File: config.mk
export PLATFORM = sky130hd
export DESIGN_NAME = sprite_top
export DESIGN_NICKNAME = d
export VERILOG_FILES = /design/src/verilog/sprite_pkg.sv /design/src/verilog/scan_timing.sv /design/src/verilog/sprite_rom.sv /design/src/verilog/sprite.sv /design/src/verilog/pixel_output.sv /design/src/verilog/sprite_top.sv
export SDC_FILE = /design/constraint.sdc
export NUM_CORES = 1
export LEC_CHECK = 0
export BUFFER_PORTS_ARGS = -buffer_cell sky130_fd_sc_hd__buf_4
export CAP_MARGIN = 20
export CORE_MARGIN = 2
export CORE_UTILIZATION = 55
export CTS_CLUSTER_SIZE = 14
export DETAILED_ROUTE_END_ITERATION = 10
export PLACE_DENSITY = 0.85
export SLEW_MARGIN = 20
export SYNTH_ARGS = -nofsm -noshare
export SYNTH_HDL_FRONTEND = slang
export SYNTH_SLANG_ARGS = --single-unit
File: constraint.sdc
create_clock -name clk -period 5.57 [get_ports clk]
set_input_delay 0.8355 -clock clk [delete_from_list [all_inputs] [get_ports clk]]
set_output_delay 0.8355 -clock clk [all_outputs]
set_load 0.01 [all_outputs]
File: src/verilog/sprite_pkg.sv
////////////////////////////////////////////////////////////
// sprite subsystem package
// test screen geometry, sprite size, scale and colour types
////////////////////////////////////////////////////////////

`default_nettype none

package sprite_pkg;

    // screen coordinates
    localparam int CORDW    = 6;
    typedef logic [CORDW-1:0] coord_t;

    // reduced test geometry, no sync pulses
    localparam int H_ACTIVE = 40;  // visible pixels per line
    localparam int H_TOTAL  = 50;  // incl horizontal blanking
    localparam int V_ACTIVE = 30;  // visible lines per frame
    localparam int V_TOTAL  = 32;

    // sprite graphic, one word per graphic line
    localparam int SPR_W    = 8;
    localparam int SPR_H    = 8;
    localparam int SCALE_X  = 2;
    localparam int SCALE_Y  = 2;
    localparam int SPR_LSB  = 0;   // left-most pixel sits in the msb

    localparam int ADDRW    = 3;   // enough for SPR_H lines
    typedef logic [SPR_W-1:0] gfx_line_t;
    typedef logic [ADDRW-1:0] gfx_addr_t;

    typedef logic [3:0] colour_t;  // 4-bit colour, 0 is black

endpackage

`default_nettype wire

File: src/verilog/scan_timing.sv
////////////////////////////////////////////////////////////
// scan timing: screen position counters, active area and
// blanking flags, sprite start strobe
////////////////////////////////////////////////////////////

`timescale 1ns/1ns
`default_nettype none

module scan_timing import sprite_pkg::*; (
    input  wire logic   clk,
    input  wire logic   rst,
    input  wire coord_t spry,    // sprite top line
    output coord_t      sx,      // horizontal position
    output coord_t      sy,      // vertical position
    output logic        de,      // inside active area
    output logic        hblank,  // horizontal blanking
    output logic        start    // one line above the sprite
);

    logic line_end;   // last pixel of a line
    logic frame_end;  // last line of a frame

    assign line_end  = (sx == coord_t'(H_TOTAL - 1));
    assign frame_end = (sy == coord_t'(V_TOTAL - 1));

    always_ff @(posedge clk) begin
        if (rst) begin
            sx <= '0;
            sy <= '0;
        end else if (line_end) begin
            sx <= '0;
            sy <= frame_end ? '0 : sy + 1'b1;  // step line on wrap
        end else begin
            sx <= sx + 1'b1;
        end
    end

    // flags straight off the counters, no added latency
    assign de     = (sx < coord_t'(H_ACTIVE)) && (sy < coord_t'(V_ACTIVE));
    assign hblank = (sx >= coord_t'(H_ACTIVE));

    // strobe at start of the line before the sprite, so the engine
    // can fetch its first graphic line in that line's blanking
    assign start  = (sx == '0) && (sy == coord_t'(spry - 1'b1));

    // counter never leaves the line
    a_sx_range: assert property (@(posedge clk) disable iff (rst)
        sx < coord_t'(H_TOTAL))
        else $error("sx out of range");

endmodule

`default_nettype wire

File: src/verilog/sprite_rom.sv
////////////////////////////////////////////////////////////
// sprite graphic memory, one bit per pixel
// write port for the environment, one-cycle read
////////////////////////////////////////////////////////////

`timescale 1ns/1ns
`default_nettype none

module sprite_rom import sprite_pkg::*; (
    input  wire logic      clk,
    input  wire logic      we,     // write enable
    input  wire gfx_addr_t waddr,  // line to write
    input  wire gfx_line_t wdata,  // graphic line in
    input  wire gfx_addr_t raddr,  // line to read
    output gfx_line_t      rdata   // valid one clock after raddr
);

    // one word per graphic line
    // contents unknown until loaded
    gfx_line_t mem [SPR_H];

    // loaded by the environment, normally during reset
    always_ff @(posedge clk) begin
        if (we) begin
            mem[waddr] <= wdata;
        end
    end

    // registered read, engine counts on exactly one cycle
    always_ff @(posedge clk) begin
        rdata <= mem[raddr];
    end

endmodule

`default_nettype wire

File: src/verilog/sprite.sv
////////////////////////////////////////////////////////////
// sprite engine fetching one 1bpp line per screen line in
// blanking and drawing it scaled at the sprite position
////////////////////////////////////////////////////////////

`timescale 1ns/1ns
`default_nettype none

module sprite import sprite_pkg::*; #(
    parameter int LSB     = SPR_LSB,  // 1 when first pixel is the lsb
    parameter int SCALE_X = sprite_pkg::SCALE_X,
    parameter int SCALE_Y = sprite_pkg::SCALE_Y
) (
    input  wire logic      clk,
    input  wire logic      rst,
    input  wire logic      start,      // begin a new sprite
    input  wire logic      dma_avail,  // memory free during blanking
    input  wire coord_t    sx,         // current screen x
    input  wire coord_t    sprx,       // sprite left edge
    input  wire gfx_line_t gfx_data,   // line from graphic memory
    output gfx_addr_t      gfx_addr,   // graphic line address
    output logic           pix,        // pixel to draw
    output logic           done        // whole sprite drawn
);

    // counter widths kept at 1 bit min for scale of 1
    localparam int OXW = (SPR_W > 1) ? $clog2(SPR_W) : 1;
    localparam int OYW = (SPR_H > 1) ? $clog2(SPR_H) : 1;
    localparam int CXW = (SCALE_X > 1) ? $clog2(SCALE_X) : 1;
    localparam int CYW = (SCALE_Y > 1) ? $clog2(SCALE_Y) : 1;

    typedef enum logic [2:0] {
        IDLE,       // wait for start
        START,      // reset line position
        AWAIT_DMA,  // wait for memory access
        READ_MEM,   // latch graphic line
        AWAIT_POS,  // wait for sprx
        DRAW,       // one pixel per clock
        NEXT_LINE,  // step vertical scale
        DONE        // flag completion
    } state_t;

    state_t state, state_next;

    logic [OXW-1:0] ox;     // pixel within graphic line
    logic [OYW-1:0] oy;     // graphic line
    logic [CXW-1:0] cnt_x;  // horizontal repeat
    logic [CYW-1:0] cnt_y;  // vertical repeat

    gfx_line_t spr_line;    // local copy with first pixel at bit 0
    gfx_line_t gfx_ord;     // memory word in drawing order

    logic line_complete;    // last clock of a screen line
    logic line_gfx_complete;
    logic draw_complete;

    // put left-most pixel at bit 0
    always_comb begin
        for (int i = 0; i < SPR_W; i++) begin
            gfx_ord[i] = (LSB != 0) ? gfx_data[i] : gfx_data[SPR_W-1-i];
        end
    end

    always_ff @(posedge clk) begin
        if (rst) begin
            state    <= IDLE;
            ox       <= '0;
            oy       <= '0;
            cnt_x    <= '0;
            cnt_y    <= '0;
            gfx_addr <= '0;  // base address
            done     <= 1'b0;
        end else begin
            state <= state_next;
            case (state)
                START: begin
                    done     <= 1'b0;
                    oy       <= '0;
                    cnt_y    <= '0;
                    gfx_addr <= '0;
                end
                AWAIT_POS: begin  // rewind for each screen line
                    ox    <= '0;
                    cnt_x <= '0;
                end
                DRAW: begin
                    if (cnt_x == CXW'(SCALE_X - 1)) begin
                        ox    <= ox + 1'b1;
                        cnt_x <= '0;
                    end else begin
                        cnt_x <= cnt_x + 1'b1;
                    end
                end
                NEXT_LINE: begin
                    if (line_gfx_complete) begin  // new graphic line
                        oy       <= oy + 1'b1;
                        cnt_y    <= '0;
                        gfx_addr <= gfx_addr + 1'b1;
                    end else begin
                        cnt_y <= cnt_y + 1'b1;
                    end
                end
                DONE: done <= 1'b1;  // held until next start
                default: ;
            endcase
        end
    end

    // read data is valid here since gfx_addr settled a cycle earlier
    always_ff @(posedge clk) begin
        if (state == READ_MEM) begin
            spr_line <= gfx_ord;
        end
    end

    assign line_complete     = (ox == OXW'(SPR_W - 1)) && (cnt_x == CXW'(SCALE_X - 1));
    assign line_gfx_complete = (cnt_y == CYW'(SCALE_Y - 1));
    assign draw_complete     = (oy == OYW'(SPR_H - 1)) && line_complete && line_gfx_complete;

    always_comb begin
        pix        = 1'b0;
        state_next = state;
        case (state)
            IDLE:      state_next = start ? START : IDLE;
            START:     state_next = AWAIT_DMA;
            AWAIT_DMA: state_next = dma_avail ? READ_MEM : AWAIT_DMA;
            READ_MEM:  state_next = AWAIT_POS;
            AWAIT_POS: state_next = (sx == sprx) ? DRAW : AWAIT_POS;  // draws from sprx+1
            DRAW: begin
                pix        = spr_line[ox];
                state_next = draw_complete ? DONE :
                             line_complete ? NEXT_LINE : DRAW;
            end
            NEXT_LINE: state_next = line_gfx_complete ? AWAIT_DMA : AWAIT_POS;
            DONE:      state_next = IDLE;
            default:   state_next = IDLE;
        endcase
    end

    // address never steps past the last graphic line
    a_addr_range: assert property (@(posedge clk) disable iff (rst)
        (state == NEXT_LINE && line_gfx_complete) |-> (int'(gfx_addr) < SPR_H - 1))
        else $error("gfx_addr beyond graphic");

    // pixels land only inside the sprite's horizontal span
    a_pix_span: assert property (@(posedge clk) disable iff (rst)
        pix |-> (int'(sx) > int'(sprx)) && (int'(sx) - int'(sprx) <= SPR_W * SCALE_X))
        else $error("pix set outside sprite span");

endmodule

`default_nettype wire

File: src/verilog/pixel_output.sv
////////////////////////////////////////////////////////////
// pixel output stage picking fg or bg colour per pixel and
// registering it with display enable and screen coordinates
////////////////////////////////////////////////////////////

`timescale 1ns/1ns
`default_nettype none

module pixel_output import sprite_pkg::*; (
    input  wire logic    clk,
    input  wire logic    rst,
    input  wire logic    pix,     // sprite pixel set
    input  wire logic    de,      // active area
    input  wire coord_t  sx,
    input  wire coord_t  sy,
    input  wire colour_t fg,      // sprite colour
    input  wire colour_t bg,      // background colour
    output colour_t      colour,
    output logic         de_out,  // doubles as valid marker
    output coord_t       sx_out,  // position of colour
    output coord_t       sy_out
);

    colour_t colour_sel;

    // black in blanking else sprite over background
    assign colour_sel = !de ? '0 : (pix ? fg : bg);

    always_ff @(posedge clk) begin
        if (rst) begin
            colour <= '0;
            de_out <= 1'b0;
            sx_out <= '0;
            sy_out <= '0;
        end else begin
            colour <= colour_sel;
            de_out <= de;
            sx_out <= sx;  // coordinates follow the colour
            sy_out <= sy;
        end
    end

    // engine never draws into blanking
    a_pix_active: assert property (@(posedge clk) disable iff (rst)
        pix |-> de)
        else $error("sprite pixel outside active area");

endmodule

`default_nettype wire

File: src/verilog/sprite_top.sv
////////////////////////////////////////////////////////////
// sprite subsystem top: scan timing, sprite engine with its
// graphic memory, pixel output
////////////////////////////////////////////////////////////

`timescale 1ns/1ns
`default_nettype none

module sprite_top import sprite_pkg::*; (
    input  wire logic      clk,
    input  wire logic      rst,
    input  wire coord_t    sprx,       // sprite position, held steady
    input  wire coord_t    spry,
    input  wire colour_t   fg,
    input  wire colour_t   bg,
    input  wire logic      rom_we,     // graphic load port
    input  wire gfx_addr_t rom_waddr,
    input  wire gfx_line_t rom_wdata,
    output colour_t        colour,     // one clock behind scan
    output logic           de_out,
    output coord_t         sx_out,
    output coord_t         sy_out
);

    coord_t    sx;
    coord_t    sy;
    logic      de;
    logic      hblank;
    logic      start;
    gfx_addr_t gfx_addr;
    gfx_line_t gfx_data;
    logic      pix;

    scan_timing timing (
        .clk    (clk),
        .rst    (rst),
        .spry   (spry),
        .sx     (sx),
        .sy     (sy),
        .de     (de),
        .hblank (hblank),
        .start  (start)
    );

    sprite_rom rom (
        .clk   (clk),
        .we    (rom_we),
        .waddr (rom_waddr),
        .wdata (rom_wdata),
        .raddr (gfx_addr),
        .rdata (gfx_data)
    );

    // memory access only in horizontal blanking
    sprite #(
        .LSB     (SPR_LSB),
        .SCALE_X (SCALE_X),
        .SCALE_Y (SCALE_Y)
    ) engine (
        .clk       (clk),
        .rst       (rst),
        .start     (start),
        .dma_avail (hblank),
        .sx        (sx),
        .sprx      (sprx),
        .gfx_data  (gfx_data),
        .gfx_addr  (gfx_addr),
        .pix       (pix),
        .done      ()
    );

    pixel_output out_stage (
        .clk    (clk),
        .rst    (rst),
        .pix    (pix),
        .de     (de),
        .sx     (sx),
        .sy     (sy),
        .fg     (fg),
        .bg     (bg),
        .colour (colour),
        .de_out (de_out),
        .sx_out (sx_out),
        .sy_out (sy_out)
    );

endmodule

`default_nettype wire

Word level (Yosys, flattened, before mapping)

Memories as Yosys holds them, arrays and structs flattened. A register that Yosys moved wholly into a read port is not among the register bits.
Cells that the tools add are included.

Add/subtract/negate cells: 8
Multiplexer cells: 24
Reductions and logical operators: 13
Eq/ne operators: 15
Bitwise operators: 1
$lt $le $gt $ge: 4

Operators with widths:

| cell                  | number |
|---|---|
| $pmux W3 S8           | 1 |
| $eq A3 B3 Y1 const B  | 6 |
| $pmux W3 S2           | 3 |
| $mux W3               | 5 |
| $add A6 B1 Y6 const B | 2 |
| $eq A6 B6 Y1          | 2 |
| $add A3 B1 Y3 const B | 3 |
| $mux W1               | 9 |
| $eq A3 B2 Y1 const B  | 2 |
| $eq A6 B5 Y1 const B  | 1 |
| $eq A6 B6 Y1 const B  | 1 |
| $ge A6 B6 Y1 const B  | 1 |
| $logic_not A6 Y1      | 1 |
| $lt A6 B5 Y1 const B  | 1 |
| $lt A6 B6 Y1 const B  | 1 |
| $mux W6               | 1 |
| $sub A6 B1 Y6 const B | 1 |
| $logic_and A1 B1 Y1   | 5 |
| $lt A3 B4 Y1 const B  | 1 |
| $mux W4               | 1 |
| $ne A2 B1 Y1 const B  | 2 |
| $pmux W1 S2           | 2 |
| $reduce_and A2 Y1     | 2 |
| $reduce_bool A2 Y1    | 2 |
| 7 further kinds       | 9 |

Memory bits (writable): 64
Bits in registers: 51
Memories kept: 1
Word-level logic and storage cells: 79

Memories:

| name    | depth | bits a word | read ports | clocked after memory_dff | wr ports | line             | RTL |
|---|---|---|---|---|---|---|---|
| rom.mem | 8     | 8           | 1          | 1                        | 1        | sprite_rom.sv:20 | `gfx_line_t mem [SPR_H];` |

Longest topological paths before layout

Gate-level depths: netlist of the first run.

Word-level depth: 6
Mapped depth: 7
Depth with buffers taken out: 7

Hierarchy

Synthesis of the first run repeated with hierarchy kept, for this count alone.

Cell total of the unflattened synthesis: 347
Area total of the unflattened synthesis: 5,049.8 sq um

By module, submodules not included:

| module       | instances | cells each | area an instance (sq um) |
|---|---|---|---|
| sprite_rom   | 1         | 114        | 2,691.3 |
| sprite       | 1         | 104        | 1,113.6 |
| scan_timing  | 1         | 88         | 738.2 |
| pixel_output | 1         | 41         | 506.7 |

Worst setup path after synthesis of the first run

Ideal clock, no wire load.

Kind: in2reg
Start point: input port rom_waddr[2]
End point: memory rom.mem[0][0] (netlist bit), enable pin
Required time: 5.187 ns
Arrival time: 1.612 ns
Path buffers: 0
Stages: 2
Setup time: 0.383 ns
Path slack: 3.575 ns
Cells stage by stage: nand2b_1 -> nor3_1

RTL lines:

| element            | line             | RTL |
|---|---|---|
| start: declaration | sprite_top.sv:17 | `input wire gfx_addr_t rom_waddr,` |
| end: declaration   | sprite_rom.sv:20 |  |

No word-level cell before the write port.

Worst setup path after layout of the first run

Start point: register timing.sx[0]
End point: register timing.sy[5]

Cells in the longest elaborated chain, start to end: 1

RTL lines:

| element                  | line              | RTL |
|---|---|---|
| start: declaration       | scan_timing.sv:13 | `output coord_t sx,` |
| start signal: assignment | scan_timing.sv:34 | `sx <= sx + 1'b1;` |
| $eq A6 B6 Y1             | scan_timing.sv:23 | `assign line_end = (sx == coord_t'(H_TOTAL - 1));` |
| end signal: assignment   | scan_timing.sv:32 | `sy <= frame_end ? '0 : sy + 1'b1;` |
| end: declaration         | scan_timing.sv:14 | `output coord_t sy,` |

Every way passes these cells.
A chain may end at the register's enable or synchronous reset.

==> reports/results.env, run 1 <==
STATUS='completed'
NUM_ROWS=34
NETLIST_TOP_CELLS_COUNT='edfxtp_1 (72), dfxtp_1 (51), nor2_1 (34)'
P_PER_AREA_mW_PER_MM2=356
POSTCTSSETUPREPAIRBUFS=0
AREAGROWTHSYNTHTOFINISH_PCT=20.8
VIASPERCELL=5.69
TIMING.CRITICAL_PATH.FROM='timing.sx[0]'
POST_CTS.RESIZED_INSTANCES=0
DRT-WIRELENGTH-PER-CELL_UM=17.3
SLEW_HEADROOM=0.403
HOLD_PATH_CLASS='register to register'
CTS_TREE='done'
POSTLAYOUTSETUPSLACKWORST_NS=3.48
DIE_AREA_MM2=0.00968
WORST_SETUP_START_KIND='register'
H-TREE-DEPTH=4
PLACE.GP.CONGESTION=0.790
REG2REGPATHDEPTH=6
IO_BUFFER_COUNT=50
NUM_VIAS=2963
MAX-VDD-IR-DROP_V=0.000333
FINALSETUPVIOLCOUNT=0
SLEW_VIOLATIONS=0
FMAX_MHz=478
FINALWIRELENGTH_UM=9010
DRC=0
NETLIST_TOP_CELLS_AREA='edfxtp_1 (44%), dfxtp_1 (21%), mux4_2 (7.4%)'
SETUP.WORST_PATH.END_CLASS='register'
DESIGN_AREA_MM2=0.00592
PLACEMENT.CELL_AREA_MM2=0.00534
SYNTH.DISTINCT_CELLS=39
CTS_MADE_BUFFERS=17
CTS_MAX_PATH_BUFFERS=2
DIE_HEIGHT_UM=98.4
GRT_ANTENNA_BEFORE_REPAIR=0
POST_SYNTH_EDFFS=72
CLK_PIN_SLEW_WORST_PATHS_NS=0.06
CTS.ROOT.BUFFER_CELL='clkbuf_8'
HPWL_REPORTED_AT_THE_END_OF_DETAILED_PLACEMENT_UM=5780
DETAIL-ROUTE-ANTENNA-NETS=0
MAX_CAP_VIOLS=0
CTS.HOLD.BUFFERS_ADDED=0
WORSTREG2REGSTART='timing.sx[0]'
CLOCK_SINK_COUNT=123
FINALCRITPERIODSHARE=0.375
DIE_W_UM=98.4
FINALHOLDVIOLCOUNT=0
SYNTH-ASYNC-RESET-RATIO=0
SYNTHESIS_STAGE_REGISTER_BIT_COUNT=123
GRT_REMAINING_OVERFLOW=0
POST_SYNTH_INST_COUNT=348
TIMING.CRITICAL_PATH.TO='timing.sy[5]'
CRITICAL_PATH.REG2REG.ENDPOINT='timing.sy[5]'
FIN_WORST_SKEW_NS=0.00671
SYNTH_MOST_COMMON_CELL='edfxtp_1'
NETLIST_AREA_MM2=0.00490
GRT_USAGE=0.200
WORST_PIN_SLEW_NS=0.892
CRIT_FANOUT=14
SYNTH_TOP_FLOP_CELL='edfxtp_1'
SYNTH_LARGEST_TYPE_AREA_FRACTION=0.441
R2R_SLACK_NS=3.48
DRIVE_GT1_FRAC=0.274
FILLER_CELL_COUNT=580
IO_PINS=51
ANTENNADIODECOUNT=0
DESIGN.CORE.AREA_MM2=0.00868
GLOBAL_ROUTE_WIRE_LENGTH_BEFORE_REPAIR_UM=14800
SYNTHDOMINANTAREACELLTYPE='edfxtp_1'
NUMBER_OF_VIOLATIONS_REPORTED_AT_THE_END_OF_DETAILED_ROUTING_ITERATION_0=160
FINALCRITICALPERIOD_NS=2.09
INITIAL_UTILIZATION=0.565
FINISH.CELL_COUNT_WITHOUT_FILLERS=521
TOTALNEGATIVESETUPSLACK_NS=0
WORSTSETUPPATHTYPE='register to register'
CRIT_REQUIRED_NS=5.99
RSZ0062_AT_GRT='no'
SYNTH_SEQUENTIAL_AREA_RATIO=0.650
YOSYS_WARNINGS=0
ARR_TIME_CRIT_PATH_NS=2.51
VIAS_IN_THE_FIRST_GLOBAL_ROUTE=3017
GRT_START_MAX_NET_PINS=41
PLACED_INSTANCES=489
FINALNETCOUNT=444
POWER.STATIC_LEAKAGE_nW=2.15
SYNTH.NET_COUNT=392
SYNTHESIS.AREA_PER_INSTANCE_UM2=14.1
CLOCK_INSERTION_DELAY_WORST_SKEW_NS=0.50
DP_WORST_SETUP_SLACK_NS=3.14
DRT-PASS1-ITER-COUNT=4
-- cell usage in the layout (no fill, tap or decap), types with 2 or more instances in the layout --
master | Yosys | final
a211oi_1 | 2 | 2
a21oi_1 | 13 | 13
a32oi_1 | 2 | 2
and3_1 | 4 | 4
buf_4 | 1 | 50
clkbuf_16 | 0 | 16
clkinv_4 | 0 | 6
dfxtp_1 | 51 | 50
edfxtp_1 | 72 | 72
ha_1 | 10 | 10
inv_1 | 8 | 8
inv_6 | 0 | 5
inv_8 | 0 | 2
mux2_2 | 10 | 10
mux2i_1 | 8 | 8
mux4_2 | 16 | 16
nand2_1 | 13 | 13
nand2b_1 | 5 | 5
nand3_1 | 7 | 7
nand4_1 | 6 | 6
nand4b_1 | 2 | 2
nor2_1 | 34 | 34
nor2b_1 | 9 | 9
nor3_1 | 13 | 11
nor3_2 | 0 | 2
nor3b_1 | 5 | 5
o21ai_0 | 7 | 7
or4b_1 | 2 | 2
xnor2_1 | 8 | 8
xor2_1 | 13 | 13
-- state kept, by name, summed over array words and instances (netlist names), 4 cells and up --
name,flops
engine.spr_line,8
out_stage.colour,4
out_stage.sx_out,6
out_stage.sy_out,6
rom.mem,64
rom.rdata,8
timing.sx,6
timing.sy,6
-- cell families after synthesis --
logic type / count (synthesis) / synth area share
buf+inv: 25 / 0.0207
mux: 35 / 0.118
simple gates: 105 / 0.113
fa+ha+maj: 10 / 0.0255
flops: 123 / 0.650
xor+xnor: 21 / 0.0375
compound gates: 29 / 0.0352
-- metal layers --
metal  wire length, µm  part of all wire  vias to the layer above  GRT usage
met4               170             0.019                        0     0.0685
li1                  -                 -                     1398          -
met1              3600              0.40                     1456      0.228
met3               404             0.045                       15     0.0637
met2              4840              0.54                       94      0.356
met5                 0                 0                        -          0
-- area by class of cell --
cell class	instances	area (µm²)	area share
Clock buffer	17	414	0.0700
Multi-Input combinational cell	200	1630	0.275
Inverter	8	30.0	0.00507
Sequential cell	123	3180	0.538
Tap cell	108	135	0.0228
Clock inverter	15	154	0.0260
Timing Repair Buffer	50	375	0.0634
-- metrics by stage --
step	power, mW	hold WS (ns)	utilization
after floorplan	1.04	0.386	-
after global placement	1.08	0.389	0.615
after detailed placement	1.09	0.394	0.615
after CTS	2.12	0.408	0.681
after global routing	2.17	0.411	0.682
final	2.11	0.406	0.682
-- critical path, cell delays in order (launching register included) --
cell	delay (ns)
dfxtp_1	0.44
ha_1	0.20
nand4b_1	0.10
nor2_1	0.70
nand4_1	0.19
xor2_1	0.19
a211oi_1	0.20
-- power breakdown --
group / total (mW) / leakage (nW) / switching, mW / internal (mW)
registers: 0.993 / 1.07 / 0.00910 / 0.984
logic: 0.0747 / 0.804 / 0.0382 / 0.0364
clock network: 1.04 / 0.278 / 0.430 / 0.607
-- worst min-delay path by stage --
stage / start / to / slack [ns] / depth (start not counted)
floorplan: rom.rdata[7] / engine.spr_line[0] / 0.39 / 0
global placement: rom.rdata[2] / engine.spr_line[5] / 0.39 / 0
detailed placement: rom.rdata[3] / engine.spr_line[4] / 0.39 / 0
CTS: rom.rdata[1] / engine.spr_line[6] / 0.41 / 0
global route: rom.rdata[3] / engine.spr_line[4] / 0.41 / 0
finish: rom.rdata[1] / engine.spr_line[6] / 0.41 / 0
Note: power is estimated with default switching activity, not from simulation.
==> run 2: changes to the inputs <==
- CORE_UTILIZATION: 55 -> 52
- clock period: 5.57 -> 1.7 ns (I/O delays scaled with it)
==> reports/results.env, run 2 (synthesized netlist as in run 1, its figures left out) <==
GLOBAL_ROUTE_WIRE_LENGTH_BEFORE_REPAIR_UM=15700  # was 14,800 µm
CTS_MADE_BUFFERS=17  # unchanged
IO_BUFFER_COUNT=50  # unchanged
FINALWIRELENGTH_UM=9770  # was 9010 µm
TIMING.CRITICAL_PATH.CELLS='o21ai_0 -> or4b_1 -> o21ai_0 -> o21ai_0 -> o31ai_1'  # was ha_1 -> nand4b_1 -> nor2_1 -> nand4_1 -> xor2_1 -> a211oi_1
POWER.TOTAL_mW=7.03  # was 2.11 mW
ANTENNADIODECOUNT=0  # unchanged
LAYOUT_COMMONEST_CELL='edfxtp_1'  # unchanged
FINALCRITICALPERIOD_NS=1.61  # was 2.09 ns
SETUP.WORST_PATH.END_CLASS='register'  # unchanged
TIMING.CRITICAL_PATH.MODE_CELL='o21ai_0'
WORST_SETUP_START_KIND='register'  # unchanged
CTS_TREE='done'  # unchanged
CTS_MAX_PATH_BUFFERS=2  # unchanged
FMAX_MHz=623  # was 478 MHz
BIGGESTREGSBYFLOPS='rom.mem x64, engine.spr_line x8, rom.rdata x8'  # unchanged
WORSTREG2REGSTART='timing.sx[3]'  # was timing.sx[0]
POWER.STATIC_LEAKAGE_nW=2.32  # was 2.15 nW
SLOWEST_STAGE='or4b_1'  # was nor2_1
CLOCK_INSERTION_DELAY_WORST_SKEW_NS=0.52  # was 0.50 ns
PLACE.GP.CONGESTION=0.859  # was 0.790
H-TREE-DEPTH=4  # unchanged
FINALHOLDVIOLCOUNT=0  # unchanged
TIMING.CRITICAL_PATH.TO='engine.state[0]'  # was timing.sy[5]
NUMBER_OF_VIOLATIONS_REPORTED_AT_THE_END_OF_DETAILED_ROUTING_ITERATION_0=191  # was 160
FINALNETCOUNT=478  # was 444
DIE_HEIGHT_UM=101  # was 98.4 µm
FINAL_CELL_MIX='edfxtp_1 (72), buf_4 (68), dfxtp_1 (49)'  # was edfxtp_1 (72), dfxtp_1 (50), buf_4 (50)
HOLD_PATH_CLASS='primary input to register'  # was register to register
LARGEST_REGISTER='rom.mem'  # unchanged
MAX_CAP_VIOLS=0  # unchanged
GRT_START_MAX_NET_PINS=40  # was 41
ARR_TIME_CRIT_PATH_NS=2.03  # was 2.51 ns
FILLER_CELL_COUNT=607  # was 580
REG2REGPATHDEPTH=5  # was 6
DESIGN.CORE.AREA_MM2=0.00920  # was 0.00868 mm²
TIMING.CRITICAL_PATH.FROM='timing.sx[3]'  # was timing.sx[0]
WORST_PATH_LARGEST_CELL_DELAY_NS=0.49  # was 0.70 ns
FIN_WORST_SKEW_NS=0.00601  # was 0.00671 ns
R2R_SLACK_NS=0.09  # was 3.48 ns
VIASPERCELL=5.59  # was 5.69
VIAS_IN_THE_FIRST_GLOBAL_ROUTE=3275  # was 3,017
IO_PINS=51  # unchanged
CRITICAL_PATH.REG2REG.ENDPOINT='engine.state[0]'  # was timing.sy[5]
PLACED_INSTANCES=510  # was 489
INITIAL_UTILIZATION=0.533  # was 0.565
WORST_PATH_DOMINANT_CELL_FAMILY='compound AO/OA/AOI/OAI gates'  # was simple AND/OR/NAND/NOR gates
DRT-WIRELENGTH-PER-CELL_UM=17.5  # was 17.3 µm
AREAGROWTHSYNTHTOFINISH_PCT=27.4  # was 20.8%
WORSTSETUPPATHTYPE='register to register'  # unchanged
HPWL_REPORTED_AT_THE_END_OF_DETAILED_PLACEMENT_UM=6080  # was 5780 µm
MAX-VDD-IR-DROP_V=0.00106  # was 0.000333 V
P_PER_AREA_mW_PER_MM2=1130  # was 356 mW/mm²
DIE_W_UM=101  # was 98.4 µm
GRT_USAGE=0.209  # was 0.200
LARGEST_REGISTER_FF_COUNT=64  # unchanged
TOTALNEGATIVESETUPSLACK_NS=0  # unchanged
FINISH.CELL_COUNT_WITHOUT_FILLERS=558  # was 521
NUM_VIAS=3121  # was 2,963
SLEW_VIOLATIONS=0  # unchanged
CTS.ROOT.BUFFER_CELL='clkbuf_8'  # unchanged
GRT_REMAINING_OVERFLOW=0  # unchanged
NUM_ROWS=35  # was 34
CRIT_REQUIRED_NS=2.13  # was 5.99 ns
DRC=0  # unchanged
CLK_PIN_SLEW_WORST_PATHS_NS=0.06  # about the same
DETAIL-ROUTE-ANTENNA-NETS=0  # unchanged
GRT_ANTENNA_BEFORE_REPAIR=0  # unchanged
DRIVE_GT1_FRAC=0.304  # was 0.274
STATUS='completed'  # unchanged
SLEW_HEADROOM=0.650  # was 0.403
CLOCK_SINK_COUNT=123  # unchanged
CRIT_FANOUT=8  # was 14
WORST_PIN_SLEW_NS=0.525  # was 0.892 ns
FINALSETUPVIOLCOUNT=0  # unchanged
CP.BUFFERS_INVERTERS=0  # unchanged
DRT-PASS1-ITER-COUNT=5  # was 4
CP_NUM_CELLS=5  # was 6
DIE_AREA_MM2=0.0102  # was 0.00968 mm²
HOLD_DEPTH=3  # was 0
FINALCRITPERIODSHARE=0.945  # was 0.375
run 2: layout make-up:
class,instances,area [µm²],share of cell area
inverters,8,30.0,0.00481
clock inverters,14,159,0.0255
multi-input cells,200,1630,0.261
well taps,111,139,0.0222
flip-flops and latches,123,3190,0.510
clock buffers,18,418,0.0669
repair buffers,84,681,0.109
run 2: metrics by stage:
stage	instance area, µm²	util	hold slack [ns]	setup slack, ns
2_1_floorplan	4900	-	0.354	0.0368
3_3_place_gp	5490	0.597	0.387	0.143
3_5_place_dp	5490	0.597	0.389	0.0267
4_1_cts	6220	0.676	0.00269	0.00961
5_1_grt	6240	0.679	0.0112	-0.00855
6_report	6240	0.679	0.0125	0.0943
run 2: routing by layer:
metal	share of wire	vias up	track usage
li1	-	1466	-
met1	0.39	1510	0.240
met2	0.52	121	0.361
met3	0.064	24	0.0624
met4	0.021	0	0.0936
met5	0	-	0
run 2: report_power, final:
part	internal, mW	total, mW	switching [mW]
Sequential	3.22	3.25	0.0299
Combinational	0.156	0.292	0.136
Clock	2.12	3.48	1.37
run 2: timing repair:
item / 4_1_cts / 5_1_grt
endpoints found under the hold margin: 68 / 0
hold buffers: 15 / 0
setup endpoints to repair: 0 / 6
buffers inserted: 0 / 1
resized for setup: 0 / 8
run 2: how the worst min path moves through the flow:
stage	from	endpoint	slack, ns
final	fg[2]	out_stage.colour[2]	0.01
after global routing	fg[2]	out_stage.colour[2]	0.01
after CTS	fg[2]	out_stage.colour[2]	0.003
after detailed placement	rom.rdata[0]	engine.spr_line[7]	0.39
after global placement	rom.rdata[7]	engine.spr_line[0]	0.39
after floorplan	rom_wdata[0]	rom.mem[0][0]	0.35
run 2: worst register-to-register path, stage by stage, from the launching register on:
cell,delay (ns)
dfxtp_1,0.48
o21ai_0,0.23
or4b_1,0.49
o21ai_0,0.09
o21ai_0,0.14
o31ai_1,0.08
==> run 3: changes to the inputs <==
- ABC_AREA: unset -> 1
- CORE_UTILIZATION: 52 -> 53
- PLACE_DENSITY: 0.85 -> 0.86
- REMOVE_ABC_BUFFERS: unset -> 1
==> reports/results.env, run 3 <==
ANTENNADIODECOUNT=0  # unchanged
DR_WL_MET3_UM=625  # was 626 µm
GRT_REMAINING_OVERFLOW=0  # unchanged
MET1_LENGTH_UM=4220  # was 3860 µm
TOTAL_NET_SWITCHING_POWER_mW=1.38  # was 1.53 mW
DR_WL_MET2_UM=5610  # was 5090 µm
CRIT_FANOUT=7  # was 8
TOPROUTINGLAYERUSED='met4'  # unchanged
BIGGESTREGSBYFLOPS='rom.mem x64, engine.spr_line x8, rom.rdata x8'  # unchanged
FINALHOLDVIOLCOUNT=0  # unchanged
HOLD_PATH_CLASS='primary input to register'  # unchanged
COMBINATIONALPOWERSHARE=0.040  # was 0.042
SWSHARE=0.196  # was 0.218
NUM_ROWS=35  # unchanged
LARGEST_REGISTER_FF_COUNT=64  # unchanged
POWER.STATIC_LEAKAGE_nW=2.62  # was 2.32 nW
SYNTH_LARGEST_TYPE_AREA_FRACTION=0.425  # was 0.441
FINALWIRELENGTH_UM=10600  # was 9770 µm
YOSYS_WARNINGS=0  # unchanged
DESIGN_AREA_MM2=0.00633  # was 0.00624 mm²
CRIT_REQUIRED_NS=2.09  # was 2.13 ns
SYNTH.DISTINCT_CELLS=34  # was 39
DIE_AREA_MM2=0.0104  # was 0.0102 mm²
CLK_PIN_SLEW_WORST_PATHS_NS=0.05  # was 0.06 ns
MULTIINPUTGATEAREA_MM2=0.00161  # was 0.00163 mm²
CLOCK_INSERTION_DELAY_WORST_SKEW_NS=0.51  # was 0.52 ns
DRC=0  # unchanged
CTS_MAX_PATH_BUFFERS=2  # unchanged
FILLER_CELL_COUNT=663  # was 607
LARGEST_REGISTER='rom.mem'  # unchanged
FIN_WORST_SKEW_NS=0.00906  # was 0.00601 ns
CTS.ROOT.BUFFER_CELL='clkbuf_8'  # unchanged
INITIAL_UTILIZATION=0.549  # was 0.533
FINISH.UTILIZATION=0.681  # was 0.679
P_PER_AREA_mW_PER_MM2=1110  # was 1130 mW/mm²
MAX-VDD-IR-DROP_V=0.000732  # was 0.00106 V
DETAIL-ROUTE-ANTENNA-NETS=0  # unchanged
FINAL_CELL_MIX='nor2_1 (101), nand2_1 (78), edfxtp_1 (72)'  # was edfxtp_1 (72), buf_4 (68), dfxtp_1 (49)
SYNTH-ASYNC-RESET-RATIO=0  # unchanged
WORST_PIN_SLEW_NS=0.574  # was 0.525 ns
SETUP.WORST_PATH.END_CLASS='register'  # unchanged
RSZ0062_AT_GRT='no'
R2R_SLACK_NS=0.1  # was 0.09 ns
GRT_USAGE=0.212  # was 0.209
WORST_PATH_LARGEST_CELL_DELAY_NS=0.35  # was 0.49 ns
FINALNETCOUNT=645  # was 478
POSTCTSSETUPREPAIRBUFS=0  # unchanged
IO_BUFFER_COUNT=50  # unchanged
DRT-PASS1-ITER-COUNT=4  # was 5
NUMBER_OF_VIOLATIONS_REPORTED_AT_THE_END_OF_DETAILED_ROUTING_ITERATION_0=222  # was 191
CTS_TREE='done'  # unchanged
HOLD_SLACK_NS=0.0497  # was 0.0125 ns
TIMING.CRITICAL_PATH.CELLS='inv_1 -> ha_1 -> nand3_1 -> nor3_4 -> nand4_1 -> o21ai_0 -> nor2_1'  # was o21ai_0 -> or4b_1 -> o21ai_0 -> o21ai_0 -> o31ai_1
PLACEMENT.CELL_AREA_MM2=0.00566  # was 0.00549 mm²
SYNTH_TOP_FLOP_CELL='edfxtp_1'  # unchanged
FINALSETUPVIOLCOUNT=0  # unchanged
GRT_ANTENNA_BEFORE_REPAIR=0  # unchanged
FINALCRITICALPERIOD_NS=1.60  # was 1.61 ns
WORST_SETUP_START_KIND='register'  # unchanged
SYNTH-XOR-AREA-SHARE=0.0189  # was 0.0375
NETLIST_TOP_CELLS_COUNT='nor2_1 (101), nand2_1 (78), edfxtp_1 (72)'  # was edfxtp_1 (72), dfxtp_1 (51), nor2_1 (34)
DESIGN.CORE.AREA_MM2=0.00928  # was 0.00920 mm²
AREAGROWTHSYNTHTOFINISH_PCT=24.2  # was 27.4%
GRT_START_MAX_NET_PINS=35  # was 40
DRT-WIRELENGTH-PER-CELL_UM=14.3  # was 17.5 µm
DIE_W_UM=102  # was 101 µm
CLOCK_SINK_COUNT=123  # unchanged
POST_SYNTH_EDFFS=72  # unchanged
SYNTH_MOST_COMMON_CELL='nor2_1'  # was edfxtp_1
P_INT_mW=5.66  # was 5.50 mW
ARR_TIME_CRIT_PATH_NS=1.99  # was 2.03 ns
WORSTSETUPPATHTYPE='register to register'  # unchanged
POWER_FRAC_CLOCK=0.497  # was 0.495
NETLIST_TOP_CELLS_AREA='edfxtp_1 (42%), dfxtp_1 (20%), nor2_1 (7.4%)'  # was edfxtp_1 (44%), dfxtp_1 (21%), mux4_2 (7.4%)
TOTALNEGATIVESETUPSLACK_NS=0  # unchanged
SYNTHESIS.AREA_PER_INSTANCE_UM2=9.70  # was 14.1 µm²
POST_SYNTH_INST_COUNT=525  # was 348
LAYOUT_COMMONEST_CELL='nor2_1'  # was edfxtp_1
TIMING.CRITICAL_PATH.FROM='timing.sx[1]'  # was timing.sx[3]
PLACE.GP.CONGESTION=0.854  # was 0.859
SYNTHESIS_STAGE_REGISTER_BIT_COUNT=123  # unchanged
MAX_CAP_VIOLS=0  # unchanged
HOLD_DEPTH=5  # was 3
SYNTHDOMINANTAREACELLTYPE='edfxtp_1'  # unchanged
POWER.TOTAL_mW=7.03  # about the same
SYNTH-COMPOUND-AREA-SHARE=0.0889  # was 0.0352
REG2REGPATHDEPTH=7  # was 5
FINAL-SEQ-AREA_MM2=0.00318  # was 0.00319 mm²
STATUS='completed'  # unchanged
CTS_MADE_BUFFERS=17  # unchanged
CRITICAL_PATH.REG2REG.ENDPOINT='timing.sy[5]'  # was engine.state[0]
VIASPERCELL=5.14  # was 5.59
SLEW_HEADROOM=0.617  # was 0.650
SIMPLE_GATE_SHARE_OF_THE_SYNTHESIZED_AREA=0.184  # was 0.113
SEQ_POWER_SHARE=0.463  # about the same
NETLIST_AREA_MM2=0.00509  # was 0.00490 mm²
WORSTREG2REGSTART='timing.sx[1]'  # was timing.sx[3]
TIMING.CRITICAL_PATH.TO='timing.sy[5]'  # was engine.state[0]
MUX_SHARE_OF_POST_SYNTHESIS_CELL_AREA=0  # was 0.118
SLOWEST_STAGE='dfxtp_1'  # was or4b_1
SYNTH-ADDER-AREA-SHARE=0.0246  # was 0.0255
SYNTH_SEQUENTIAL_AREA_RATIO=0.625  # was 0.650
VIAS_IN_THE_FIRST_GLOBAL_ROUTE=3734  # was 3,275
DIE_HEIGHT_UM=102  # was 101 µm
NUM_VIAS=3819  # was 3,121
SLEW_VIOLATIONS=0  # unchanged
HPWL_REPORTED_AT_THE_END_OF_DETAILED_PLACEMENT_UM=6810  # was 6080 µm
FINALCRITPERIODSHARE=0.943  # was 0.945
DOMINANT_COMBINATIONAL_CELL_FAMILY_BY_AREA_AFTER_SYNTHESIS='simple AND/OR/NAND/NOR gates'  # was multiplexers
GLOBAL_ROUTE_WIRE_LENGTH_BEFORE_REPAIR_UM=16700  # was 15,700 µm
H-TREE-DEPTH=4  # unchanged
DRIVE_GT1_FRAC=0.169  # was 0.304
IO_PINS=51  # unchanged
FMAX_MHz=624  # was 623 MHz
-- run 3: cell count changes after synthesis, sizes merged, moves of 14 or more --
cell / before / now
a21oi: 13 / 27
inv: 8 / 60
mux4: 17 / 0
nand2: 13 / 80
nor2: 34 / 101
o21ai: 7 / 48
-- run 3: power by group through the flow --
stage | clock, mW | combinational, mW | sequential (mW)
global placement | 0 | 0.253 | 3.31
detailed placement | 0 | 0.265 | 3.32
finish | 3.49 | 0.282 | 3.26
global route | 3.67 | 0.312 | 3.26
CTS | 3.52 | 0.283 | 3.26
floorplan | 0 | 0.116 | 3.32
-- run 3: layer usage --
metal / vias up / track usage
li1: 1894 / -
met1: 1766 / 0.236
met2: 141 / 0.390
met3: 18 / 0.0561
met4: 0 / 0.0779
met5: - / 0
-- run 3: how the worst min path moves through the flow --
stage / startpoint / to / slack, ns
4_1_cts: bg[0] / out_stage.colour[0] / 0.04
3_3_place_gp: rom.rdata[5] / engine.spr_line[2] / 0.39
5_1_grt: bg[0] / out_stage.colour[0] / 0.07
2_1_floorplan: rst / engine.cnt_y / 0.32
6_report: bg[0] / out_stage.colour[0] / 0.05
3_5_place_dp: rom.rdata[6] / engine.spr_line[1] / 0.39
-- run 3: area by class of cell --
cell class	count	share of cell area
sequential	123	0.503
tap	129	0.0255
multi-input combinational	327	0.255
clock buffer	26	0.0791
clock inverter	6	0.0131
inverter	60	0.0356
timing repair buffer	72	0.0886
-- run 3: critical path, delay by kind of cell, from the launching register on --
family | cells | cell delay [ns]
buffers and inverters | 1 | 0.11
adder cells (fa/ha/maj) | 1 | 0.16
AO/OA/AOI/OAI | 1 | 0.25
AND/OR/NAND/NOR | 4 | 0.63
flip-flops | 1 | 0.35
-- run 3: kinds of logic (layout without fill, tap and decap cells) --
logic type               after synthesis  count (layout)
XOR/XNOR                              11              11
buffers and inverters                 75             164
AO/OA/AOI/OAI                         86              86
adder cells (fa/ha/maj)               10              10
AND/OR/NAND/NOR                      220             220
flip-flops                           123             123
-- run 3: repair_timing --
item / CTS / global route
hold endpoints to repair: 64 / 0
resized for setup: 0 / 1
endpoints found under the setup margin: 0 / 1
hold buffers: 8 / 0
-- run 3: stage by stage --
step	setup slack (ns)	instances
detailed placement	0.173	703
CTS	0.0647	743
floorplan	-0.120	510
global route	0.0512	743
finish	0.0963	743
global placement	0.258	703
